===== config.mk =====
export PLATFORM = sky130hd
export DESIGN_NAME = io_host_top
export DESIGN_NICKNAME = d
export VERILOG_FILES = /design/src/hw/io_host_pkg.sv /design/src/hw/io_fifo.sv /design/src/hw/io_reg_bank.sv /design/src/hw/reg_bus_arbiter.sv /design/src/hw/gpio_scanner.sv /design/src/hw/io_host_port.sv /design/src/hw/io_host_top.sv
export SDC_FILE = /design/constraint.sdc
export NUM_CORES = 2
export LEC_CHECK = 0
export BUFFER_PORTS_ARGS = -buffer_cell sky130_fd_sc_hd__buf_2
export CAP_MARGIN = 0
export CORE_MARGIN = 3
export CORE_UTILIZATION = 40
export CTS_CLUSTER_DIAMETER = 30
export DETAILED_ROUTE_END_ITERATION = 6
export PLACE_DENSITY = 0.6
export REMOVE_ABC_BUFFERS = 1
export SETUP_SLACK_MARGIN = 0.05
export SLEW_MARGIN = 5
export SYNTH_ARGS = -nofsm -noshare
export SYNTH_HDL_FRONTEND = slang
export SYNTH_SLANG_ARGS = --single-unit

===== constraint.sdc =====
create_clock -name clk -period 21.8 [get_ports clk]
set_clock_uncertainty 0.2 [all_clocks]
set_input_delay 1.09 -clock clk [delete_from_list [all_inputs] [get_ports clk]]
set_output_delay 1.09 -clock clk [all_outputs]
set_load 0.01 [all_outputs]

===== src/hw/io_host_pkg.sv =====
// ----------------------------------------------------------------------
// Shared types for the host controller, 16-bit address and 32-bit words
// Address bits 15:12 pick the region and bits 3:0 pick the register
// ----------------------------------------------------------------------
package io_host_pkg;

    typedef logic [31:0] io_word_t;
    typedef logic [15:0] io_addr_t;

    // Upper address nibble, other values are unmapped
    typedef enum logic [3:0] {
        REGION_REGS = 4'h0,
        REGION_FIFO = 4'h1
    } region_t;

    // Register bus request, 38 bits
    typedef struct packed {
        logic       valid;
        logic       write;
        logic [3:0] index;
        io_word_t   wdata;
    } reg_req_t;

    // Register bus response, 33 bits
    typedef struct packed {
        logic     rvalid;
        io_word_t rdata;
    } reg_rsp_t;

    // Transmit FIFO entry, channel comes from io_addr[7:0]
    typedef struct packed {
        io_word_t   data;
        logic [7:0] channel;
    } tx_entry_t;

    localparam int         REG_COUNT     = 16;
    localparam logic [3:0] GPIO_SNAP_IDX = 4'd15;  // Read-only gpio_in sample
    localparam logic [3:0] GPIO_OUT_IDX  = 4'd14;  // Low half drives gpio_out

endpackage


===== src/hw/io_fifo.sv =====
// ----------------------------------------------------------------------
// Circular FIFO, FIFO_DEPTH a power of two, head shown combinationally
// Push when full and pop when empty are dropped
// ----------------------------------------------------------------------
`timescale 1ns/1ps

module io_fifo #(
    parameter int  FIFO_DEPTH = 32,
    parameter type payload_t  = logic [31:0]
) (
    input  logic     clk,
    input  logic     rst,
    input  logic     push,
    input  payload_t push_data,
    input  logic     pop,
    output payload_t head,
    output logic     empty,
    output logic     full
);

    localparam int PTR_W = $clog2(FIFO_DEPTH);

    payload_t   mem [FIFO_DEPTH];
    logic [PTR_W-1:0] wr_ptr;
    logic [PTR_W-1:0] rd_ptr;
    logic [PTR_W:0]   count;  // One extra bit to tell full from empty
    logic             do_push;
    logic             do_pop;

    assign empty   = (count == '0);
    assign full    = (count == (PTR_W+1)'(FIFO_DEPTH));
    assign do_push = push && !full;
    assign do_pop  = pop && !empty;
    assign head    = mem[rd_ptr];

    always_ff @(posedge clk) begin
        if (do_push) mem[wr_ptr] <= push_data;
    end

    always_ff @(posedge clk or posedge rst) begin
        if (rst) begin
            wr_ptr <= '0;
            rd_ptr <= '0;
            count  <= '0;
        end else begin
            if (do_push) wr_ptr <= wr_ptr + 1'b1;  // Wraps at depth
            if (do_pop) rd_ptr <= rd_ptr + 1'b1;
            case ({do_push, do_pop})
                2'b10:   count <= count + 1'b1;
                2'b01:   count <= count - 1'b1;
                default: count <= count;
            endcase
        end
    end

endmodule


===== src/hw/io_reg_bank.sv =====
// ----------------------------------------------------------------------
// 16-word single-port register file, read data one cycle after request
// ----------------------------------------------------------------------
`timescale 1ns/1ps

module io_reg_bank #(
    parameter io_host_pkg::io_word_t REG_INIT = 32'h4B5A6978
) (
    input  logic                  clk,
    input  logic                  rst,
    input  io_host_pkg::reg_req_t bank_req,
    output io_host_pkg::reg_rsp_t bank_rsp,
    input  logic                  snap_write
);

    io_host_pkg::io_word_t regs [io_host_pkg::REG_COUNT];
    io_host_pkg::io_word_t rdata_q;
    logic                  rvalid_q;
    logic                  wr_en;

    // Slot 15 only takes scanner writes
    assign wr_en = bank_req.valid && bank_req.write &&
                   (bank_req.index != io_host_pkg::GPIO_SNAP_IDX || snap_write);

    always_ff @(posedge clk or posedge rst) begin
        if (rst) begin
            rvalid_q <= 1'b0;
            for (int k = 0; k < io_host_pkg::REG_COUNT; k++) begin
                regs[k] <= REG_INIT + io_host_pkg::io_word_t'(k);
            end
        end else begin
            rvalid_q <= bank_req.valid && !bank_req.write;
            if (wr_en) regs[bank_req.index] <= bank_req.wdata;
        end
    end

    always_ff @(posedge clk) begin
        if (bank_req.valid && !bank_req.write) rdata_q <= regs[bank_req.index];
    end

    assign bank_rsp.rvalid = rvalid_q;
    assign bank_rsp.rdata  = rdata_q;

endmodule


===== src/hw/reg_bus_arbiter.sv =====
// ----------------------------------------------------------------------
// Fixed-priority register bus arbiter, host always wins
// ----------------------------------------------------------------------
`timescale 1ns/1ps

module reg_bus_arbiter (
    input  logic                  clk,
    input  logic                  rst,
    input  io_host_pkg::reg_req_t host_req,
    input  io_host_pkg::reg_req_t scan_req,
    output logic                  host_gnt,
    output logic                  scan_gnt,
    output io_host_pkg::reg_req_t bank_req,
    input  io_host_pkg::reg_rsp_t bank_rsp,
    output io_host_pkg::reg_rsp_t host_rsp,
    output io_host_pkg::reg_rsp_t scan_rsp
);

    logic owner_scan;  // Issuer of the read now in the bank

    assign host_gnt = host_req.valid;
    assign scan_gnt = scan_req.valid && !host_req.valid;
    assign bank_req = host_gnt ? host_req : scan_req;

    always_ff @(posedge clk or posedge rst) begin
        if (rst) begin
            owner_scan <= 1'b0;
        end else if (bank_req.valid && !bank_req.write) begin
            owner_scan <= scan_gnt;
        end
    end

    // Data goes to both, rvalid only to the owner
    assign host_rsp.rvalid = bank_rsp.rvalid && !owner_scan;
    assign host_rsp.rdata  = bank_rsp.rdata;
    assign scan_rsp.rvalid = bank_rsp.rvalid && owner_scan;
    assign scan_rsp.rdata  = bank_rsp.rdata;

endmodule


===== src/hw/gpio_scanner.sv =====
// ----------------------------------------------------------------------
// GPIO scanner, writes gpio_in to slot 15 then reads slot 14 to gpio_out
// A tick that lands while a scan is still running is skipped
// ----------------------------------------------------------------------
`timescale 1ns/1ps

module gpio_scanner #(
    parameter int SCAN_PERIOD = 8
) (
    input  logic                  clk,
    input  logic                  rst,
    input  logic [15:0]           gpio_in,
    output logic [15:0]           gpio_out,
    output io_host_pkg::reg_req_t scan_req,
    input  logic                  scan_gnt,
    input  io_host_pkg::reg_rsp_t scan_rsp
);

    localparam int CNT_W = $clog2(SCAN_PERIOD + 1);

    typedef enum logic [1:0] {SC_IDLE, SC_WRITE, SC_READ, SC_RESP} scan_state_t;

    scan_state_t      state;
    logic [CNT_W-1:0] cnt;
    logic             tick;

    assign tick = (cnt == CNT_W'(SCAN_PERIOD - 1));

    assign scan_req.valid = (state == SC_WRITE) || (state == SC_READ);
    assign scan_req.write = (state == SC_WRITE);
    assign scan_req.index = (state == SC_WRITE) ? io_host_pkg::GPIO_SNAP_IDX
                                                : io_host_pkg::GPIO_OUT_IDX;
    assign scan_req.wdata = {16'h0, gpio_in};

    always_ff @(posedge clk or posedge rst) begin
        if (rst) begin
            state    <= SC_IDLE;
            cnt      <= '0;
            gpio_out <= '0;
        end else begin
            cnt <= tick ? '0 : cnt + 1'b1;  // Free-running period
            case (state)
                SC_IDLE:  if (tick) state <= SC_WRITE;
                SC_WRITE: if (scan_gnt) state <= SC_READ;
                SC_READ:  if (scan_gnt) state <= SC_RESP;
                SC_RESP: begin
                    if (scan_rsp.rvalid) begin
                        gpio_out <= scan_rsp.rdata[15:0];
                        state    <= SC_IDLE;
                    end
                end
                default: state <= SC_IDLE;
            endcase
        end
    end

endmodule


===== src/hw/io_host_port.sv =====
// ----------------------------------------------------------------------
// Host access FSM, one access in flight, strobes while busy are dropped
// Fixed latency relies on the host always winning the register bus
// ----------------------------------------------------------------------
`timescale 1ns/1ps

module io_host_port (
    input  logic                   clk,
    input  logic                   rst,
    input  io_host_pkg::io_addr_t  io_addr,
    input  io_host_pkg::io_word_t  io_wdata,
    input  logic                   io_read,
    input  logic                   io_write,
    output io_host_pkg::io_word_t  io_rdata,
    output logic                   io_ready,
    output io_host_pkg::reg_req_t  reg_req,
    input  logic                   reg_gnt,
    input  io_host_pkg::reg_rsp_t  reg_rsp,
    output logic                   tx_push,
    output io_host_pkg::tx_entry_t tx_push_entry,
    output logic                   rx_pop,
    input  io_host_pkg::io_word_t  rx_head,
    input  logic                   rx_empty
);

    typedef enum logic [1:0] {S_IDLE, S_DECODE, S_ACCESS, S_RESPOND} state_t;

    state_t                state;
    logic                  op_write;  // Latched at the strobe
    io_host_pkg::io_addr_t addr_q;
    io_host_pkg::io_word_t wdata_q;
    io_host_pkg::region_t  region_q;
    logic                  in_regs;
    logic                  in_fifo;

    assign in_regs = (state == S_ACCESS) && (region_q == io_host_pkg::REGION_REGS);
    assign in_fifo = (state == S_ACCESS) && (region_q == io_host_pkg::REGION_FIFO);

    assign reg_req.valid = in_regs;
    assign reg_req.write = op_write;
    assign reg_req.index = addr_q[3:0];
    assign reg_req.wdata = wdata_q;

    // FIFO strobes last exactly the access cycle
    assign tx_push               = in_fifo && op_write;
    assign tx_push_entry.data    = wdata_q;
    assign tx_push_entry.channel = addr_q[7:0];
    assign rx_pop                = in_fifo && !op_write && !rx_empty;

    always_ff @(posedge clk) begin
        if (state == S_IDLE && (io_read || io_write)) begin
            addr_q  <= io_addr;
            wdata_q <= io_wdata;
        end
    end

    always_ff @(posedge clk or posedge rst) begin
        if (rst) begin
            state    <= S_IDLE;
            op_write <= 1'b0;
            region_q <= io_host_pkg::REGION_REGS;
            io_rdata <= '0;
            io_ready <= 1'b0;
        end else begin
            io_ready <= 1'b0;  // One-cycle pulse
            case (state)
                S_IDLE: begin
                    if (io_read || io_write) begin
                        op_write <= io_write;
                        state    <= S_DECODE;
                    end
                end
                S_DECODE: begin
                    region_q <= io_host_pkg::region_t'(addr_q[15:12]);
                    state    <= S_ACCESS;
                end
                S_ACCESS: begin
                    io_rdata <= '0;  // Writes, empty pops and unmapped reads give zero
                    if (in_fifo && !op_write && !rx_empty) begin
                        io_rdata <= rx_head;  // Head before the pop lands
                    end
                    // Hold the request until granted
                    if (!in_regs || reg_gnt) begin
                        state <= S_RESPOND;
                    end
                end
                S_RESPOND: begin
                    if (reg_rsp.rvalid) begin
                        io_rdata <= reg_rsp.rdata;
                    end
                    io_ready <= 1'b1;
                    state    <= S_IDLE;
                end
                default: state <= S_IDLE;
            endcase
        end
    end

endmodule


===== src/hw/io_host_top.sv =====
// ----------------------------------------------------------------------
// Host controller top, strobe to io_ready takes a fixed 3 cycles
// FIFO_DEPTH must be a power of two
// ----------------------------------------------------------------------
`timescale 1ns/1ps

module io_host_top #(
    parameter int                    FIFO_DEPTH  = 32,
    parameter io_host_pkg::io_word_t REG_INIT    = 32'h4B5A6978,
    parameter int                    SCAN_PERIOD = 8
) (
    input  logic                   clk,
    input  logic                   rst,
    input  io_host_pkg::io_addr_t  io_addr,
    input  io_host_pkg::io_word_t  io_wdata,
    input  logic                   io_read,
    input  logic                   io_write,
    output io_host_pkg::io_word_t  io_rdata,
    output logic                   io_ready,
    input  logic [15:0]            gpio_in,
    output logic [15:0]            gpio_out,
    input  logic                   tx_pop,
    output io_host_pkg::tx_entry_t tx_entry,
    output logic                   tx_avail,
    input  logic                   rx_push,
    input  io_host_pkg::io_word_t  rx_data,
    output logic                   rx_space
);

    io_host_pkg::reg_req_t  host_req;
    io_host_pkg::reg_req_t  scan_req;
    io_host_pkg::reg_req_t  bank_req;
    io_host_pkg::reg_rsp_t  host_rsp;
    io_host_pkg::reg_rsp_t  scan_rsp;
    io_host_pkg::reg_rsp_t  bank_rsp;
    logic                   host_gnt;
    logic                   scan_gnt;
    logic                   tx_push;
    io_host_pkg::tx_entry_t tx_push_entry;
    logic                   tx_empty;
    logic                   rx_pop;
    io_host_pkg::io_word_t  rx_head;
    logic                   rx_empty;
    logic                   rx_full;

    assign tx_avail = !tx_empty;
    assign rx_space = !rx_full;

    io_host_port u_port (
        .clk, .rst, .io_addr, .io_wdata, .io_read, .io_write, .io_rdata, .io_ready,
        .reg_req(host_req), .reg_gnt(host_gnt), .reg_rsp(host_rsp),
        .tx_push, .tx_push_entry, .rx_pop, .rx_head, .rx_empty
    );

    gpio_scanner #(.SCAN_PERIOD(SCAN_PERIOD)) u_scanner (
        .clk, .rst, .gpio_in, .gpio_out,
        .scan_req, .scan_gnt, .scan_rsp
    );

    reg_bus_arbiter u_arbiter (
        .clk, .rst, .host_req, .scan_req, .host_gnt, .scan_gnt,
        .bank_req, .bank_rsp, .host_rsp, .scan_rsp
    );

    // Snapshot slot only writable while the scanner owns the bus
    io_reg_bank #(.REG_INIT(REG_INIT)) u_bank (
        .clk, .rst, .bank_req, .bank_rsp, .snap_write(scan_gnt)
    );

    io_fifo #(.FIFO_DEPTH(FIFO_DEPTH), .payload_t(io_host_pkg::tx_entry_t)) tx_fifo (
        .clk, .rst, .push(tx_push), .push_data(tx_push_entry), .pop(tx_pop),
        .head(tx_entry), .empty(tx_empty), .full()
    );

    io_fifo #(.FIFO_DEPTH(FIFO_DEPTH), .payload_t(io_host_pkg::io_word_t)) rx_fifo (
        .clk, .rst, .push(rx_push), .push_data(rx_data), .pop(rx_pop),
        .head(rx_head), .empty(rx_empty), .full(rx_full)
    );

endmodule


==> summary.md <==
| Metric | Value |
|---|---|
| Status | `finished with violations` |
| Failing checks | `DRC` |
| Synth warnings | `0` |
| Root buffer cell | `clkbuf_16` |
| Number of synthesized flops with an enable pin | `2,380` |
| Asr flop ratio synth | `20.3%` |
| FMAX | `156 MHz` |
| WL per Instance | `27.7 um` |
| Avg Cell Area, Syn | `17.9 um^2` |
| Post-synth top flop | `edfxtp_1` |
| Worst hold path type | `primary input to flip-flop` |
| GRT overflow | `0` |
| Die Width | `548 um` |
| # resized after CTS | `0` |
| Clk Latency, worst-skew pair | `1.01 ns` |
| Yosys cell types | `79` |
| Row count | `198` |
| Startpoint Class | `flip-flop` |
| Number of nets with antenna violations after routing | `0` |
| Yosys reg bits | `2,988` |
| Sw frac | `27.7%` |
| Crit Path Class | `flip-flop to output pin` |
| CTS Sinks | `2,988` |
| Relative slew margins | `10.0%` |
| Cell Area, Synth | `118,000 um^2` |
| Measured slew at the worst slew-check pin | `1.34 ns` |
| MaxCap Viol Count | `0` |
| DRT Wirelength | `318 mm` |
| IO Port Bufs | `188` |
| DRC | `2` |
| H-tree levels | `6` |
| Final cell count without fillers | `11.5k` |
| Crit path required time | `20.51 ns` |
| Setup crit end kind | `output pin` |
| Area of the core | `292,000 um^2` |
| Leak | `49.3 nW` |
| Max Buffers Root-to-Sink | `4` |
| Final Net Count | `7,208` |
| Pwr dens | `135 nW/um^2` |
| Final period utilization | `29.4%` |
| Hold buffer count at CTS | `12` |
| Power consumption | `19.4 mW` |
| Int Pwr | `14.0 mW` |
| GP Congestion | `0.800` |
| Final HPWL DP | `167 mm` |
| Cells after synthesis | `6,562` |
| Placed cell area | `124,000 um^2` |
| Most frequent cells in the layout | `edfxtp_1 (2,380), nand2_1 (685), clkbuf_16 (581)` |
| Commonest non-fill, non-tap cell in the layout | `edfxtp_1` |
| Vias in the first global route | `67.1k` |
| Initial antenna violation count | `25` |
| Largest net degree at the start of global routing | `138` |
| TritonCTS Buffers | `575` |
| Post-CTS setup buffers | `0` |
| First-pass GRT wire length | `463 mm` |
| Layout cell share with drive strength beyond 1 | `31.7%` |
| Fin. max-slew vios | `0` |
| DR pass1 iterations | `7` |
| Clk pwr share | `45.9%` |
| Initial core utilization | `40.3%` |
| Die Area | `301,000 um^2` |
| Flop pwr share | `36.3%` |
| Post-route design area | `144,000 um^2` |
| Final hold vios | `0` |
| Iteration-0 DRC Markers | `6,933` |
| Sequential share of the synthesized area | `74.0%` |
| Total GRT Usage | `20.9%` |
| Clk slew on worst S/H paths | `0.05 ns` |
| Switching Power | `5.38 mW` |
| Tmin final | `6.42 ns` |
| WP data arrival | `5.13 ns` |
| Setup Viol. Count Final | `0` |
| Max stage delay on crit path | `0.87 ns` |
| Die Y | `548 um` |
| Worst path cell trace | `buf_4 -> buf_4 -> mux4_2 -> mux4_2 -> mux2_2 -> buf_2` |
| Max VDD drop | `0.116 mV` |
| Critical path fanouts, max | `47` |
| Area Overhead vs Synth | `22.2%` |
| DR vias/cell | `5.67` |
| Comb pwr share | `17.7%` |
| Placed insts | `10.4k` |
| RSZ-0062 raised after global routing | `false` |
| Routed vias | `65.0k` |
| Final setup TNS | `0 ns` |
| Clock tree from TritonCTS | `built` |
| # IOs | `193` |
| Worst path slowest cell | `buf_4` |
## worst paths after layout
check	startpoint	to	slack (ns)	cells after the start
worst max-delay path	tx_fifo.rd_ptr[0]	tx_entry[18]	15.38	6
worst min-delay path	io_addr[12]	u_port.addr_q[12]	0.07	1
worst max register to register	u_port.state[0]	tx_fifo.mem[15][28]	16.45	8
worst min register to register	u_bank.regs[254]	u_bank.regs[254]	0.26	2
max in group asynchronous	rst	rx_fifo.rd_ptr[2]	18.19	5
min in group asynchronous	rst	u_bank.regs[335]	0.11	2
## flip-flops by register name (all words and copies together) (netlist names), 6 cells and up
signal and cells:
rx_fifo.count 6, rx_fifo.mem 1024, tx_fifo.count 6, tx_fifo.mem 1280, u_bank.rdata_q 32, u_bank.regs 512, u_port.addr_q 12, u_port.io_rdata 32
u_port.wdata_q 32, u_scanner.gpio_out 16
## critical path: cells and delay by family (launching register included)
family,cells,cell delay (ns)
buffers and inverters,3,1.85
muxes,3,1.39
DFF,1,0.80
## metal layers
metal,vias to the layer above,global-route usage (%),routed length (um)
met5,-,0,25
met4,4,7.04,9670
met3,577,4.18,26000
met2,2864,32.9,150000
met1,34300,29.1,132000
li1,27300,-,-
## synth_stat cells, drive strengths merged (18+ instances only)
cell type	number	share of area, %
inv	22	0.070
o22ai	76	0.40
o221ai	39	0.29
mux2	145	1.4
nand2	687	2.2
clkbuf	282	0.90
dfstp	256	5.7
o31ai	33	0.21
ha	29	0.31
o211ai	50	0.32
xnor2	20	0.15
mux4	574	11
o21ai	600	2.6
a221oi	39	0.30
nor2	136	0.45
nor2b	38	0.20
a221o	18	0.15
and2	18	0.096
a211oi	40	0.26
buf	161	0.71
a222oi	34	0.29
mux2i	267	2.3
dfrtp	352	7.5
edfxtp	2380	61
a21oi	64	0.27
nand3	65	0.29
## cells by family after synthesis
group	count (synthesis)	synth area share [%]
AOI/OAI and AO/OA	1054	5.49
xor gates and xnor gates	27	0.201
adders and majority gates	31	0.342
buffers and inverters	465	1.69
DFF	2988	74.0
muxes	986	14.7
and+or+nand+nor	1011	3.66
## metrics by stage
step                      util, %  setup WS (ns)  hold WS, ns
after floorplan                 -           3.91        0.228
after global placement       42.4          16.18        0.240
after detailed placement     42.4          16.22        0.252
after CTS                    49.2          15.17      0.00770
after global routing         49.2          14.96       0.0228
final                        49.3          15.38       0.0704
## power groups by stage
stage | logic [mW] | registers [mW] | clock network (mW)
6_report | 3.44 | 7.05 | 8.91
5_1_grt | 3.68 | 7.08 | 9.33
4_1_cts | 3.49 | 7.05 | 9.03
3_5_place_dp | 3.48 | 7.15 | 0
3_3_place_gp | 3.45 | 7.13 | 0
2_1_floorplan | 2.85 | 7.40 | 0
## final cells by class
type / instances / area [um^2]
fill: 23900 / 148000
sequential: 2988 / 87000
multi-input combinational: 3109 / 29300
clock buffer: 679 / 15100
clock inverter: 387 / 4890
tap: 3900 / 4880
timing repair buffer: 379 / 2440
inverter: 22 / 90.1
antenna: 12 / 30.0
Power figures use the tool's default switching activity.
